`src/design/hist_geom_pkg.sv`:
```
package hist_geom_pkg;

    // histogram geometry, shared by framer, bank and readout

    // bins per pixel histogram
    localparam int BIN_W = 6;
    localparam int NUM_BINS = 64;

    // pixel index width, up to 16 pixels
    localparam int PIX_W = 4;

    // one bin counter, wraps on overflow
    localparam int CNT_W = 16;

    // bin index of an incoming event
    typedef logic [BIN_W-1:0] bin_idx_t;

    // pixel index inside one frame
    typedef logic [PIX_W-1:0] pix_idx_t;

    // accumulated count of one bin
    typedef logic [CNT_W-1:0] count_t;

endpackage

```
`src/design/event_framer.sv`:
```
`timescale 1ns/100ps

module event_framer import hist_geom_pkg::*; #(
    parameter int PIXELS = 4,
    parameter int EVENTS_PER_PIXEL = 8,
    parameter int ACQS = 2
) (
    input  logic     clk,
    input  logic     res,
    input  logic     in_req,
    input  bin_idx_t in_bin,
    input  logic     bank_busy,
    output logic     in_ack,
    output logic     inc_en,
    output pix_idx_t inc_pixel,
    output bin_idx_t inc_bin,
    output logic     frame_done
);

    // counter widths, at least one bit each
    localparam int EW = (EVENTS_PER_PIXEL > 1) ? $clog2(EVENTS_PER_PIXEL) : 1;
    localparam int QW = (ACQS > 1) ? $clog2(ACQS) : 1;

    localparam logic [EW-1:0] EV_LAST = EW'(EVENTS_PER_PIXEL - 1);
    localparam pix_idx_t PIX_LAST = pix_idx_t'(PIXELS - 1);
    localparam logic [QW-1:0] ACQ_LAST = QW'(ACQS - 1);

    logic [EW-1:0] ev_cnt;
    pix_idx_t      pix_cnt;
    logic [QW-1:0] acq_cnt;

    // first cycle out of reset, before bank_busy shows the clear walk
    logic started;
    logic stall;
    logic accept;

    // no new event while a finished frame waits for its swap
    assign stall = !started || frame_done || bank_busy;

    // new request, previous handshake closed
    assign accept = in_req && !in_ack && !stall;

    always_ff @(posedge clk or negedge res) begin
        if (!res) begin
            started    <= 1'b0;
            in_ack     <= 1'b0;
            inc_en     <= 1'b0;
            frame_done <= 1'b0;
            ev_cnt     <= '0;
            pix_cnt    <= '0;
            acq_cnt    <= '0;
        end else begin
            started    <= 1'b1;
            inc_en     <= 1'b0;
            frame_done <= 1'b0;
            if (in_ack) begin
                // release once the requester has let go
                if (!in_req) begin
                    in_ack <= 1'b0;
                end
            end else if (accept) begin
                in_ack <= 1'b1;
                inc_en <= 1'b1;
                // events inside pixel, pixels inside acquisition
                if (ev_cnt == EV_LAST) begin
                    ev_cnt <= '0;
                    if (pix_cnt == PIX_LAST) begin
                        pix_cnt <= '0;
                        if (acq_cnt == ACQ_LAST) begin
                            acq_cnt    <= '0;
                            // last event of the frame
                            frame_done <= 1'b1;
                        end else begin
                            acq_cnt <= acq_cnt + 1'b1;
                        end
                    end else begin
                        pix_cnt <= pix_cnt + 1'b1;
                    end
                end else begin
                    ev_cnt <= ev_cnt + 1'b1;
                end
            end
        end
    end

    // increment target, valid with inc_en
    always_ff @(posedge clk) begin
        if (accept) begin
            inc_pixel <= pix_cnt;
            inc_bin   <= in_bin;
        end
    end

endmodule

```
`config.mk`:
```
export PLATFORM = sky130hd
export DESIGN_NAME = event_framer
export DESIGN_NICKNAME = d
export VERILOG_FILES = /design/src/design/hist_geom_pkg.sv /design/src/design/event_framer.sv
export SDC_FILE = /design/constraint.sdc
export NUM_CORES = 1
export LEC_CHECK = 0
export BUFFER_PORTS_ARGS = -buffer_cell sky130_fd_sc_hd__buf_2
export CAP_MARGIN = 30
export CELL_PAD_IN_SITES_DETAIL_PLACEMENT = 1
export CELL_PAD_IN_SITES_GLOBAL_PLACEMENT = 1
export CORE_MARGIN = 4
export CORE_UTILIZATION = 40
export DETAILED_ROUTE_END_ITERATION = 10
export HOLD_SLACK_MARGIN = 0.05
export PLACE_DENSITY = 0.76
export SYNTH_ARGS = -nofsm -noshare
export SYNTH_HDL_FRONTEND = slang
export SYNTH_SLANG_ARGS = --single-unit
```
`constraint.sdc`:
```
create_clock -name clk -period 5.5 [get_ports clk]
set_input_delay 0.825 -clock clk [delete_from_list [all_inputs] [get_ports clk]]
set_output_delay 0.825 -clock clk [all_outputs]
set_load 0.02 [all_outputs]
```
======== Yosys cells after proc, flatten, opt, wreduce, memory -nomap -nowiden ========
Cells that the tools add are included.
operators by class
  add/sub/neg operators ................... 3
  $mul .................................... 0
  divide/modulo/power cells ............... 0
  $lt $le $gt $ge ......................... 0
  equality and inequality tests ........... 2
  shift-type cells ........................ 0
  mux-type cells .......................... 12
  bitwise gates (word level) .............. 1
  reduce and logical (&&, ||, !) cells .... 10
operator list
  operator                                                          number
  1-bit 2-to-1 mux                                                  10
  4-bit by 1-bit adder with 4-bit output (second input constant)    1
  4-bit by 2-bit == test with 1-bit output (second input constant)  1
  4-bit 2-to-1 mux                                                  1
  4-bit AND reduction                                               1
  3-bit by 1-bit adder with 3-bit output (second input constant)    1
  3-bit == test (second input constant)                             1
  1-bit logical NOT                                                 3
  3-bit 2-to-1 mux                                                  1
  3-bit AND reduction                                               1
  1-bit logical AND                                                 2
  1-bit logical OR                                                  2
  2-bit AND reduction                                               1
  1-bit adder (second input constant)                               1
  1-bit NOT                                                         1
storage, ports and cells
  register bits after elaboration ......... 22
  latch bits .............................. 0
  RAM bits ................................ 0
  ROM bits ................................ 0
  output and inout bits ................... 13
  memories kept ........................... 0

======== Logic depth before layout (Yosys ltp) ========
  word-level depth ........................ 7
  mapped depth ............................ 5
  mapped depth without buffers ............ 5

======== Worst setup path after synthesis ========
No wires, ideal clock.
  path type ............................... flip-flop to flip-flop
  from .................................... register in_ack
  to ...................................... register ev_cnt[0]
  data arrival time ....................... 1,827 ps
  required time ........................... 5,375 ps
  slack ................................... 3,548 ps
  stages on the path, launching flop included .. 5
  buffers on the path ..................... 1
  cell sequence ........................... dfrtp_1 > or3b_1 > buf_2 > nor3b_4 > mux2_2
between the ends
  word-level cells in the longest chain between the ends .. 4
RTL lines
  element                         line                RTL
  start, declared                 event_framer.sv:13  output logic in_ack,
  start signal, assigned          event_framer.sv:46  in_ack <= 1'b0;
  start signal, assigned          event_framer.sv:59  in_ack <= 1'b0;
  start signal, assigned          event_framer.sv:62  in_ack <= 1'b1;
  1-bit logical NOT               event_framer.sv:41  assign accept = in_req && !in_ack && !stall;
  1-bit logical AND (2 in a row)  event_framer.sv:41
  net accept                      event_framer.sv:35  logic accept;
  2-bit AND reduction (no line)   n/a
  end signal, assigned            event_framer.sv:80  ev_cnt <= ev_cnt + 1'b1;
  end, declared                   event_framer.sv:28  logic [EW-1:0] ev_cnt;
The timed path passes the listed nets, and every way through them passes these cells.
A chain may end at the register's enable or synchronous reset.

======== Worst setup path after layout ========
  from .................................... register in_ack
  to ...................................... register ev_cnt[2]
Same word-level chain as after synthesis.

==> results_dict.tcl <==
set metrics [dict create \
    ios 23 \
    synth_top_family_by_area "simple AND/OR/NAND/NOR gates" \
    rsz_0062_raised_after_global_routing "false" \
    post_cts_resized 0 \
    timing.setup.tns_ns 0 \
    ctsRootBufferMaster "clkbuf_4" \
    initial_utilization_pct 42.7 \
    yosysMostFrequentCell "dfrtp_1" \
    cap_viol_max_count 0 \
    syn2layout_area_growth_pct 22.6 \
    route.antenna.remaining_nets 0 \
    drc_errors 0 \
    holdBufCountCts 0 \
    async_flop_share_pct 54.5 \
    grt_remaining_overflow 0 \
    slew-limit-headroom_pct 55.7 \
    first_pass_iters 4 \
    post-place-cells 100 \
    cpPeakStageDelay_ns 0.61 \
    clkSlewWorstSetupHoldPaths_ns 0.12 \
    timing.final.max_slew_violations 0 \
    routabilityCongestion 0.730 \
    post_synth_inst_count 52 \
    grt_antenna_before_repair 0 \
    dr_total_vias 517 \
    insertedDiodeCount 0 \
    yosysTopAreaCellShare_pct 35.5 \
    synth_enable_flop_cells 10 \
    starting_drc_count_in_detailed_routing 5 \
    post_route_cells_drive_above_1_share_pct 42.9 \
    ys.warnings.count 0 \
    worst_r2r_endpoint "ev_cnt[2]$_DFFE_PN0P_" \
    synth.mux.area_fraction_pct 7.99 \
    die-height_um 54.0 \
    synth.yosys.seq_area_share_pct 71.0 \
    max_freq_mhz 492 \
    yosys_register_bits 22 \
    synth_xor_area_share_pct 2.07 \
    utilization_pct 52.3 \
    start_kind "register" \
    timing.clock.skew_ns 0.00646 \
    timing.rr.start "in_ack$_DFF_PN0_" \
    syn_area_per_cell_um2 16.3 \
    layout.filler_cells 214 \
    timing.critical_path.buf_inv 0 \
    routed_wire_length_per_instance_um 14.2 \
    worst-path-max-fanout 14 \
    dp_hpwl_um 1140 \
    tritoncts "yes" \
    hold_viol 0 \
    crit_path_top_delay_cell "nor3b_4" \
    end_kind "register" \
    grt_util_all_layers_pct 11.6 \
    min_path_type "input pin to async pin" \
    post_synth_fa_ha_maj_area_fraction_pct 4.44 \
    tritoncts.num_buffers 3 \
    worst-setup-path-type "register to register" \
    finish.cell_count_without_fillers 104 \
    netlist_area_um2 846 \
    crit_required_ns 5.71 \
    ff2ff_path_depth 3 \
    timing.reg2reg.setup_slack_ns 3.47 \
    die_outline_area_mm2 0.00291 \
    place.port_buffers 22 \
    depth_of_the_cts_h_tree 1 \
    die_width_um 54.0 \
    netlist.top_cell.by_area "dfrtp_1" \
    yosys-top-cells-count "12 x dfrtp_1, 10 x edfxtp_1, 6 x mux2_2" \
    max_slew.worst_pin.slew_ns 0.664 \
    cts-root-to-sink-buffers 2 \
    power.leakage_nw 0.487 \
    clkSinkCount 22 \
    timing.critical_path.arrival_ns 2.24 \
    synthesis.nets 65 \
    floorplan.rows 16 \
    fin_crit_sh_pct 36.9 \
    synth.area.top_cells "dfrtp_1 36%, edfxtp_1 36%, mux2_2 8.0%" \
    wirelength_um 1480 \
    yosysUniqueCellTypes 20 \
    cts.repair_timing.setup_buffer_count 0 \
    cp_delay_by_family_top "simple AND/OR/NAND/NOR gates" \
    post_synth_and_or_nand_nor_area_fraction_pct 12.0 \
    pin_count_of_the_biggest_net_entering_global_routing 15 \
    worstSkewPairLatency_ns 0.30 \
    path_cells "or3b_1, nor3b_4, mux2_2" \
    synthFlopType "dfrtp_1" \
    outcome "finished clean" \
    vias_per_cell 4.97 \
    setup_viol_count_final 0 \
    irDropWorstVdd_v 0.000188 \
    fin_crit_ns 2.03 \
    final_nets 91 \
    synth_compound_area_share_pct 1.48 \
    wire_length_of_the_first_global_routing_pass_um 2350 \
    core_area_mm2 0.00198 \
    power.density_mw_per_mm2 368 \
    via_count_of_the_first_global_routing_pass 529 \
]
[worst max path at each step]
stage	start	end	cells after the start	slack, ns
after floorplan	in_ack$_DFF_PN0_	ev_cnt[0]$_DFFE_PN0P_	4	3.55
after global placement	bank_busy	ev_cnt[0]$_DFFE_PN0P_	3	3.44
after detailed placement	bank_busy	ev_cnt[2]$_DFFE_PN0P_	3	3.41
after CTS	in_ack$_DFF_PN0_	ev_cnt[2]$_DFFE_PN0P_	3	3.44
after global routing	in_ack$_DFF_PN0_	ev_cnt[2]$_DFFE_PN0P_	3	3.34
final	in_ack$_DFF_PN0_	ev_cnt[2]$_DFFE_PN0P_	3	3.47
[stage by stage]
stage | cell area [um2] | power [mW] | setup slack (ns) | hold WS (ns)
2_1_floorplan | 846 | 0.246 | 3.55 | 0.434
3_3_place_gp | 985 | 0.262 | 3.44 | 0.447
3_5_place_dp | 985 | 0.265 | 3.41 | 0.454
4_1_cts | 1040 | 0.386 | 3.44 | 0.374
5_1_grt | 1040 | 0.404 | 3.34 | 0.374
6_report | 1040 | 0.381 | 3.47 | 0.378
[state kept, by name, indices dropped and copies added (netlist names), 3 cells and up]
register,count
pix_cnt,4
inc_pixel,4
inc_bin,6
ev_cnt,3
[report_power, final]
part / internal, mW / switching, mW
clock: 0.0737 / 0.0471
sequential: 0.192 / 0.0128
combinational: 0.0297 / 0.0259
total: 0.295 / 0.0858
[cell type report]
cell class / instances / area, um2 / share of cell area (%)
clock buffers: 3 / 22.5 / 2.17
clock inverters: 1 / 30.0 / 2.90
multi-input cells: 29 / 240 / 23.2
flip-flops and latches: 22 / 601 / 57.9
well taps: 27 / 33.8 / 3.26
repair buffers: 22 / 110 / 10.6
[cell families (layout without fill, tap and decap cells)]
kind of cell | Yosys count | in the layout
buf+inv | 1 | 26
compound gates | 2 | 2
xor+xnor | 2 | 2
flops | 22 | 22
other cells | 1 | 1
simple gates | 15 | 15
mux | 6 | 6
fa+ha+maj | 3 | 3
[layout by cell type (no fill, tap or decap)]
cell type | Yosys | routed
a21o_1 | 1 | 1
a21oi_1 | 1 | 1
and3_1 | 1 | 1
buf_2 | 1 | 22
bufinv_16 | 0 | 1
clkbuf_4 | 0 | 3
conb_1 | 1 | 1
dfrtp_1 | 12 | 12
edfxtp_1 | 10 | 10
ha_1 | 3 | 3
mux2_2 | 6 | 6
nand3_1 | 1 | 1
nand3b_1 | 1 | 1
nand4b_1 | 1 | 1
nor2_1 | 4 | 4
nor2b_1 | 2 | 2
nor3_1 | 1 | 1
nor3b_1 | 1 | 1
nor3b_4 | 1 | 1
nor4_1 | 1 | 1
or3b_1 | 1 | 1
xor2_1 | 2 | 2
[per-layer routing]
metal	routed length [um]	global-route usage, %	vias to the layer above	part of all wire, %
li1	-	-	237	-
met1	603	13.5	254	41
met2	662	18.8	22	45
met3	181	3.32	4	12
met4	28	7.47	0	1.9
met5	0	0	-	0
Note: power is estimated with default switching activity, not from simulation.
