### src/design/hist_geom_pkg.sv
package hist_geom_pkg;

    // histogram geometry, shared by framer, bank and readout

    // bins per pixel histogram
    localparam int BIN_W = 6;
    localparam int NUM_BINS = 64;

    // pixel index width, up to 16 pixels
    localparam int PIX_W = 4;

    // one bin counter, wraps on overflow
    localparam int CNT_W = 16;

    // bin index of an incoming event
    typedef logic [BIN_W-1:0] bin_idx_t;

    // pixel index inside one frame
    typedef logic [PIX_W-1:0] pix_idx_t;

    // accumulated count of one bin
    typedef logic [CNT_W-1:0] count_t;

endpackage

### src/design/hist_out_pkg.sv
package hist_out_pkg;

    import hist_geom_pkg::*;

    // frame sequence number, counted by the readout
    typedef logic [7:0] frame_t;

    // what the current output word carries
    typedef enum logic {
        kind_header = 1'b0,
        kind_count  = 1'b1
    } word_kind_t;

    // header word: one per pixel, ahead of its counts
    typedef struct packed {
        frame_t     frame;
        pix_idx_t   pixel;
        logic       bank;
        logic [10:0] pad;
    } hdr_view_t;

    // count word: one per bin
    typedef struct packed {
        bin_idx_t   bin;
        logic [1:0] pad;
        count_t     count;
    } cnt_view_t;

    // 24 bit output word, decoded by out_kind
    typedef union packed {
        hdr_view_t hdr;
        cnt_view_t cnt;
    } out_word_u;

endpackage

### src/design/hist_readout.sv
`timescale 1ns/100ps

module hist_readout import hist_geom_pkg::*, hist_out_pkg::*; #(
    parameter int PIXELS = 4
) (
    input  logic       clk,
    input  logic       res,
    input  logic       drain_start,
    input  logic       fill_bank,
    input  count_t     rd_count,
    input  logic       out_ack,
    output logic       rd_en,
    output pix_idx_t   rd_pixel,
    output bin_idx_t   rd_bin,
    output logic       drain_done,
    output logic       out_req,
    output out_word_u  out_word,
    output word_kind_t out_kind
);

    typedef enum logic [2:0] {
        S_IDLE,
        S_SEND,
        S_REL,
        S_READ,
        S_LATCH
    } state_t;

    state_t state;
    frame_t frame_cnt;

    function automatic out_word_u make_hdr(frame_t frame, pix_idx_t pixel, logic bank);
        out_word_u w;
        w.hdr.frame = frame;
        w.hdr.pixel = pixel;
        w.hdr.bank  = bank;
        w.hdr.pad   = '0;
        return w;
    endfunction

    function automatic out_word_u make_cnt(bin_idx_t bin, count_t count);
        out_word_u w;
        w.cnt.bin   = bin;
        w.cnt.pad   = '0;
        w.cnt.count = count;
        return w;
    endfunction

    always_ff @(posedge clk or negedge res) begin
        if (!res) begin
            state      <= S_IDLE;
            frame_cnt  <= '0;
            rd_en      <= 1'b0;
            rd_pixel   <= '0;
            rd_bin     <= '0;
            drain_done <= 1'b0;
            out_req    <= 1'b0;
        end else begin
            rd_en      <= 1'b0;
            drain_done <= 1'b0;
            case (state)
                S_IDLE: begin
                    if (drain_start) begin
                        rd_pixel <= '0;
                        rd_bin   <= '0;
                        out_req  <= 1'b1;
                        state    <= S_SEND;
                    end
                end
                S_SEND: begin
                    if (out_ack) begin
                        out_req <= 1'b0;
                        state   <= S_REL;
                    end
                end
                S_REL: begin
                    // wait for ack low, then pick the next word
                    if (!out_ack) begin
                        if (out_kind == kind_header) begin
                            rd_en <= 1'b1;
                            state <= S_READ;
                        end else if (rd_bin != bin_idx_t'(NUM_BINS - 1)) begin
                            rd_bin <= rd_bin + 1'b1;
                            rd_en  <= 1'b1;
                            state  <= S_READ;
                        end else if (rd_pixel != pix_idx_t'(PIXELS - 1)) begin
                            // header of the next pixel
                            rd_pixel <= rd_pixel + 1'b1;
                            rd_bin   <= '0;
                            out_req  <= 1'b1;
                            state    <= S_SEND;
                        end else begin
                            frame_cnt  <= frame_cnt + 1'b1;
                            drain_done <= 1'b1;
                            state      <= S_IDLE;
                        end
                    end
                end
                S_READ: begin
                    // bank answers one cycle after rd_en
                    state <= S_LATCH;
                end
                S_LATCH: begin
                    out_req <= 1'b1;
                    state   <= S_SEND;
                end
                default: begin
                    state <= S_IDLE;
                end
            endcase
        end
    end

    // output word, held while out_req is high
    always_ff @(posedge clk) begin
        if ((state == S_IDLE && drain_start) ||
            (state == S_REL && !out_ack && out_kind == kind_count &&
             rd_bin == bin_idx_t'(NUM_BINS - 1))) begin
            // header carries the drained bank id
            out_word <= make_hdr(frame_cnt,
                                 (state == S_IDLE) ? '0 : rd_pixel + 1'b1,
                                 ~fill_bank);
            out_kind <= kind_header;
        end else if (state == S_LATCH) begin
            out_word <= make_cnt(rd_bin, rd_count);
            out_kind <= kind_count;
        end
    end

endmodule

### config.mk
export PLATFORM = sky130hd
export DESIGN_NAME = hist_readout
export DESIGN_NICKNAME = d
export VERILOG_FILES = /design/src/design/hist_geom_pkg.sv /design/src/design/hist_out_pkg.sv /design/src/design/hist_readout.sv
export SDC_FILE = /design/constraint.sdc
export NUM_CORES = 1
export LEC_CHECK = 0
export ABC_AREA = 0
export BUFFER_PORTS_ARGS = -buffer_cell sky130_fd_sc_hd__buf_2
export CORE_ASPECT_RATIO = 1.2
export CORE_MARGIN = 8
export CORE_UTILIZATION = 25
export DETAILED_ROUTE_END_ITERATION = 7
export PLACE_DENSITY_LB_ADDON = 0.05
export SETUP_SLACK_MARGIN = 0.3
export SYNTH_ARGS = -nofsm -noshare
export SYNTH_HDL_FRONTEND = slang
export SYNTH_SLANG_ARGS = --single-unit
### constraint.sdc
create_clock -name clk -period 2.58 [get_ports clk]
set_clock_uncertainty 0.2 [all_clocks]
set_input_delay 0.258 -clock clk [delete_from_list [all_inputs] [get_ports clk]]
set_output_delay 0.258 -clock clk [all_outputs]
set_load 0.02 [all_outputs]
== After elaboration in Yosys (flattened, before gate mapping) ==
Index checks and enable logic that the tools add are counted.

* Bits in registers: 49
* Input bits: 21
* Output and inout port bits: 38
* Logic and storage cells: 84

* Add/sub/neg operators: 3
* Equal/unequal tests: 14
* Mux-type cells: 38
* Bitwise operators: 4
* Reductions and logical operators: 15

{| class="wikitable"
|+ Operator list
! operator !! number
|-
| 2-to-1 mux 24 bit || 2
|-
| 2-to-1 mux 6 bit || 5
|-
| 2-to-1 mux 4 bit || 6
|-
| 2-to-1 mux 1 bit || 16
|-
| case mux 3 bit (5 select lines) || 1
|-
| inequality test 2 bit (second input constant) || 6
|-
| case mux 6 bit (2 select lines) || 1
|-
| AND reduction 5 bit || 2
|-
| 2-to-1 mux 3 bit || 3
|-
| adder 8 x 1 -> 8 bit (second input constant) || 1
|-
| case mux 4 bit (2 select lines) || 1
|-
| AND reduction 7 bit || 1
|-
| adder 6 x 1 -> 6 bit (second input constant) || 1
|-
| equality test 3 x 2 -> 1 bit (second input constant) || 2
|-
| equality test 6 bit (second input constant) || 1
|-
| inequality test 6 bit (second input constant) || 1
|-
| AND reduction 6 bit || 1
|-
| adder 4 x 1 -> 4 bit (second input constant) || 1
|-
| logical AND 1 bit || 4
|-
| 2-to-1 mux 2 bit || 2
|-
| inequality test 4 x 2 -> 1 bit (second input constant) || 1
|-
| NOT 1 bit || 4
|-
| case mux 1 bit (4 select lines) || 1
|-
| nonzero test 2 bit || 2
|-
| 8 further kinds || 8
|}

== Logic depth before layout (Yosys ltp) ==
* Depth in word-level cells: 6
* Depth in mapped cells: 6
* Mapped depth without buffers: 5

== Worst setup path before layout ==
No wires, ideal clock.

* Path type: register to register
* Start: register rd_bin[0]
* End: register out_word[11] (netlist name) (enable)
* Setup time: 0.356 ns
* Data arrival time: 1.764 ns
* Data required time: 2.024 ns
* Setup slack: 0.260 ns
* Cell stages (with the launch flop): 6
* Buffers on the path: 0
* Clock period less this slack: 2.320 ns
* Cells stage by stage: dfrtp_1 -> ha_1 -> nand3_1 -> nor4_2 -> nor2_1 -> nand2_1

* Cells in the longest elaborated chain, start to end: 4

{| class="wikitable"
|+ Ends and longest elaborated chain
! what !! line !! source
|-
| start: declaration || hist_readout.sv:14 || <nowiki>output bin_idx_t rd_bin,</nowiki>
|-
| start signal: assignment || hist_readout.sv:83 || <nowiki>rd_bin <= rd_bin + 1'b1;</nowiki>
|-
| equality test 6 bit || hist_readout.sv:118 || <nowiki>rd_bin == bin_idx_t'(NUM_BINS - 1))) begin</nowiki>
|-
| logical AND 1 bit || hist_readout.sv:117 || <nowiki>(state == S_REL && !out_ack && out_kind == kind_count &&</nowiki>
|-
| logical OR 1 bit || hist_readout.sv:116 || <nowiki>if ((state == S_IDLE && drain_start) ||</nowiki>
|-
| nonzero test 2 bit (no source line) || - ||
|-
| end signal: assignment || hist_readout.sv:120 || <nowiki>out_word <= make_hdr(frame_cnt,</nowiki>
|-
| end signal: assignment || hist_readout.sv:125 || <nowiki>out_word <= make_cnt(rd_bin, rd_count);</nowiki>
|-
| end: declaration || hist_readout.sv:17 || <nowiki>output out_word_u out_word,</nowiki>
|}

Every way passes these cells.
A chain may end at the register's enable or synchronous reset.

== Final worst setup path ==
* Start: register state[2]
* End: register rd_pixel[3]

* Cells in the longest elaborated chain, start to end: 3
* Elaborated cells on any way between the ends: 10
* Those cells by class: 6 x eq/ne; 1 x mux; 3 x reduce/logical

{| class="wikitable"
|+ Ends and longest elaborated chain
! what !! line !! source
|-
| start: declaration || hist_readout.sv:29 || <nowiki>state_t state;</nowiki>
|-
| start signal: assignment || hist_readout.sv:51 || <nowiki>state <= S_IDLE;</nowiki>
|-
| start signal: assignment || hist_readout.sv:67 || <nowiki>state <= S_SEND;</nowiki>
|-
| start signal: assignment || hist_readout.sv:73 || <nowiki>state <= S_REL;</nowiki>
|-
| equality test 3 x 2 -> 1 bit / logical NOT 3 bit (equally long branches) || hist_readout.sv:61 || <nowiki>case (state)</nowiki>
|-
| inequality test 2 bit (no source line) / nonzero test 2 bit (equally long branches) || - ||
|-
| AND reduction 6 bit (no source line) || - ||
|-
| end signal: assignment || hist_readout.sv:88 || <nowiki>rd_pixel <= rd_pixel + 1'b1;</nowiki>
|-
| end: declaration || hist_readout.sv:13 || <nowiki>output pix_idx_t rd_pixel,</nowiki>
|}

Several ways; a longest one is shown, not always the timed one.

==> run metrics <==
maximum ir drop on the vdd rail 0.0003363 V; Synth Warn # 0; number of buffers on the longest clock path 2; result of the run finished clean; H-tree depth reported by CTS 2; Seq pwr share 42.7%; highest signal layer in the routed design met4; initial antenna violation count 0; kind of end point of the critical path register; most frequent standard cell in the layout excluding fill and tap cells sky130_fd_sc_hd__buf_2; number of design rule violations left after detail routing 0; most used flip-flop cell after synthesis sky130_fd_sc_hd__dfrtp_1; total inserted antenna cells 0; Post-Place Cell Area 2721 um2; Net Sw Power 944.4 uW; latest clock arrival within the worst-skew pair 0.31 ns; Die Ht 119.1 um; maximum number of pins on one net before global-route repair 25; cell breakdown of the critical path or4b_4, or4_4, a31o_1; P_leak 0.001343 uW; Clock power frac 25.5%; via count of the first global-routing pass 1967; proportion of power drawn by combinational gates 31.8%; Internal Pwr Total 1677 uW; Setup crit start kind register; hold-critical path endpoint out_word[15]; critical path class reg -> reg; wire length of the first global-routing pass 10360 um; maximum single-stage delay on the critical path 0.61 ns; count of filler cells inserted in the layout 908; Syn Nets 237; required time of the critical path 2.59 ns; average cell area after synthesis 10.39 um2; path category of the worst min-delay check in -> reg; length of routed met3 wiring 448 um; Max transition margin 60.48%; most frequent cells in the layout sky130_fd_sc_hd__buf_2, sky130_fd_sc_hd__nand2_1, sky130_fd_sc_hd__dfrtp_1, sky130_fd_sc_hd__a21oi_1, sky130_fd_sc_hd__buf_4; area of the die 12130 um2; Core Region 8611 um2; Yosys top cell by area sky130_fd_sc_hd__dfrtp_1; worst endpoint data arrival time 2.22 ns; final critical delay including setup and external delays 2.209 ns; via total after detailed routing 1862; Cell Count Post-Placement 394; maxcap violations 0; synthesized netlist cell count 213; total of buffers placed on input and output ports 58; Reg2Reg Depth 3; sequential cell area fraction in the yosys report 55.62%; Root Driver sky130_fd_sc_hd__clkbuf_8; hold violation total from the final report 0; Final Instance Area 3014 um2; critical register-to-register path startpoint state[2]; upper clock frequency limit 452.6 MHz; post-synthesis sequential element count 49; ratio of cells with drive above 1 in the final layout 32.66%; Worst path slowest cell sky130_fd_sc_hd__or4b_4; met1 routed wirelength after detailed routing 2894 um; final weighted congestion of routability-driven global placement 0.7586; Post-synth EDFFs 13; worst min-delay path startpoint rd_count[15]; critical path peak fanout 13; CTS tree yes; post-synthesis instance area 2213 um2; share of Yosys cell area claimed by the top area cell type 27.13%; power per cell area 869.6 nW/um2; destination of the worst register-to-register timing path rd_pixel[3]; setup TNS 0 ns; average routed wire per standard cell 15.56 um; share of flip-flops with an asynchronous set or reset 48.98%; sinks on the clock net 49; Total Nets Final 320; number of vias per cell after detailed routing 4.498; non-filler instance count after layout 414; residual antenna-violating net count after detailed routing 0; Die X-Extent 101.9 um; final HPWL from detailed placement 4899 um; dpl ws 0.2741 ns; first-iteration detailed-routing DRC count 69; initial core utilization 25.70%; worst reg-to-reg setup slack 0.37 ns; met2 wire length 3013 um; final critical-path share of the clock period 85.63%; cell types with the largest area share after synthesis sky130_fd_sc_hd__dfrtp_1, sky130_fd_sc_hd__edfxtp_1, sky130_fd_sc_hd__dfxtp_1; final global-route overflow total 0; multi-input logic area 959.7 um2; # IOs 59; combined flip-flop and latch cell area 1232 um2; global-route usage over all layers 10.98%; # Post-CTS Setup Buffers 0; row cnt 37; Sw Share 36.03%; area added between synthesis and finish 36.18%; Synth cell types 45; Final setup violation count 0; number of stages on the worst hold path 2; Worst Max-Slew Pin Slew 0.5928 ns; clock transition at the registers of the reported paths 0.10 ns; number of buffers inserted during clock tree synthesis 5; routed wire length 6441 um; Pre-antenna DRT Iters 4; unrepaired setup endpoints after global routing no; number of pins with negative max-slew slack in the final report 0; setup slack of the critical path after layout 0.3707 ns
==> worst max-delay path: cells and delay by family, from the launching register on <==
family	cells	cell delay [ns]
AND/OR/NAND/NOR	2	1.17
flip-flops	1	0.50
AO/OA/AOI/OAI	1	0.23
==> final cells by class <==
cell class / instances / area share [%]
Sequential cell: 49 / 40.89
Clock buffer: 5 / 2.283
Inverter: 4 / 0.4981
Clock inverter: 3 / 2.283
Tap cell: 117 / 4.857
Multi-Input combinational cell: 151 / 31.84
Timing Repair Buffer: 85 / 17.35
==> through the flow <==
step / utilization (%) / hold WS (ns) / power [uW]
detailed placement: 31.60 / 0.1188 / 1960
global route: 35.00 / 0.009454 / 2790
finish: 35.00 / 0.02655 / 2621
CTS: 34.73 / 0.02007 / 2655
global placement: 31.60 / 0.1096 / 1968
floorplan: - / -0.2376 / 1636
==> worst max path at each step <==
stage / endpoint / start
2_1_floorplan: rd_bin[3] / rd_pixel[0]
3_3_place_gp: frame_cnt[1] / state[2]
3_5_place_dp: frame_cnt[6] / rd_pixel[0]
4_1_cts: out_word[15] / state[2]
5_1_grt: rd_bin[2] / rd_pixel[0]
6_report: rd_pixel[3] / state[2]
==> per-layer routing <==
layer	GRT usage [%]	vias to the layer above
met5	0	-
met4	4.232	0
met3	3.380	4
met2	17.70	59
met1	13.26	866
li1	-	933
==> power groups by stage <==
| stage | Combinational, uW | Sequential, uW | Clock, uW |
|---|---|---|---|
| floorplan | 383 | 1250 | 0 |
| global placement | 834 | 1130 | 0 |
| detailed placement | 828 | 1130 | 0 |
| CTS | 847 | 1120 | 691 |
| global route | 918 | 1140 | 728 |
| finish | 834 | 1120 | 668 |
==> synthesized netlist by cell type (3+ instances only) <==
| cell | count |
|---|---|
| sky130_fd_sc_hd__edfxtp_1 | 13 |
| sky130_fd_sc_hd__o31ai_1 | 5 |
| sky130_fd_sc_hd__and2_1 | 3 |
| sky130_fd_sc_hd__xnor2_1 | 6 |
| sky130_fd_sc_hd__nand2_1 | 35 |
| sky130_fd_sc_hd__and3_1 | 5 |
| sky130_fd_sc_hd__a22o_1 | 7 |
| sky130_fd_sc_hd__dfxtp_1 | 12 |
| sky130_fd_sc_hd__nand3_1 | 15 |
| sky130_fd_sc_hd__a21oi_1 | 18 |
| sky130_fd_sc_hd__ha_1 | 3 |
| sky130_fd_sc_hd__or4_1 | 4 |
| sky130_fd_sc_hd__dfrtp_1 | 24 |
| sky130_fd_sc_hd__nor3_1 | 4 |
| sky130_fd_sc_hd__inv_1 | 4 |
| sky130_fd_sc_hd__nor2_1 | 4 |
| sky130_fd_sc_hd__o21ai_0 | 10 |
| sky130_fd_sc_hd__clkbuf_1 | 5 |
| sky130_fd_sc_hd__xor2_1 | 4 |
==> state kept, by name, summed over array words and instances (netlist names) <==
name        flops
drain_done      1
frame_cnt       8
out_kind        1
out_req         1
out_word       24
rd_bin          6
rd_en           1
rd_pixel        4
state           3
==> timing repair <==
action,CTS,global route
hold buffers,12,0
pin swaps,0,1
hold endpoints to repair,35,0
resized for setup,2,6
setup endpoints to repair,4,36
==> cells by family after synthesis <==
group | share of synthesized area, %
flops | 55.62
xor+xnor | 3.957
compound gates | 13.79
mux | 0.9610
buf+inv | 2.657
simple gates | 21.31
fa+ha+maj | 1.696
Note: power is estimated with default switching activity, not from simulation.
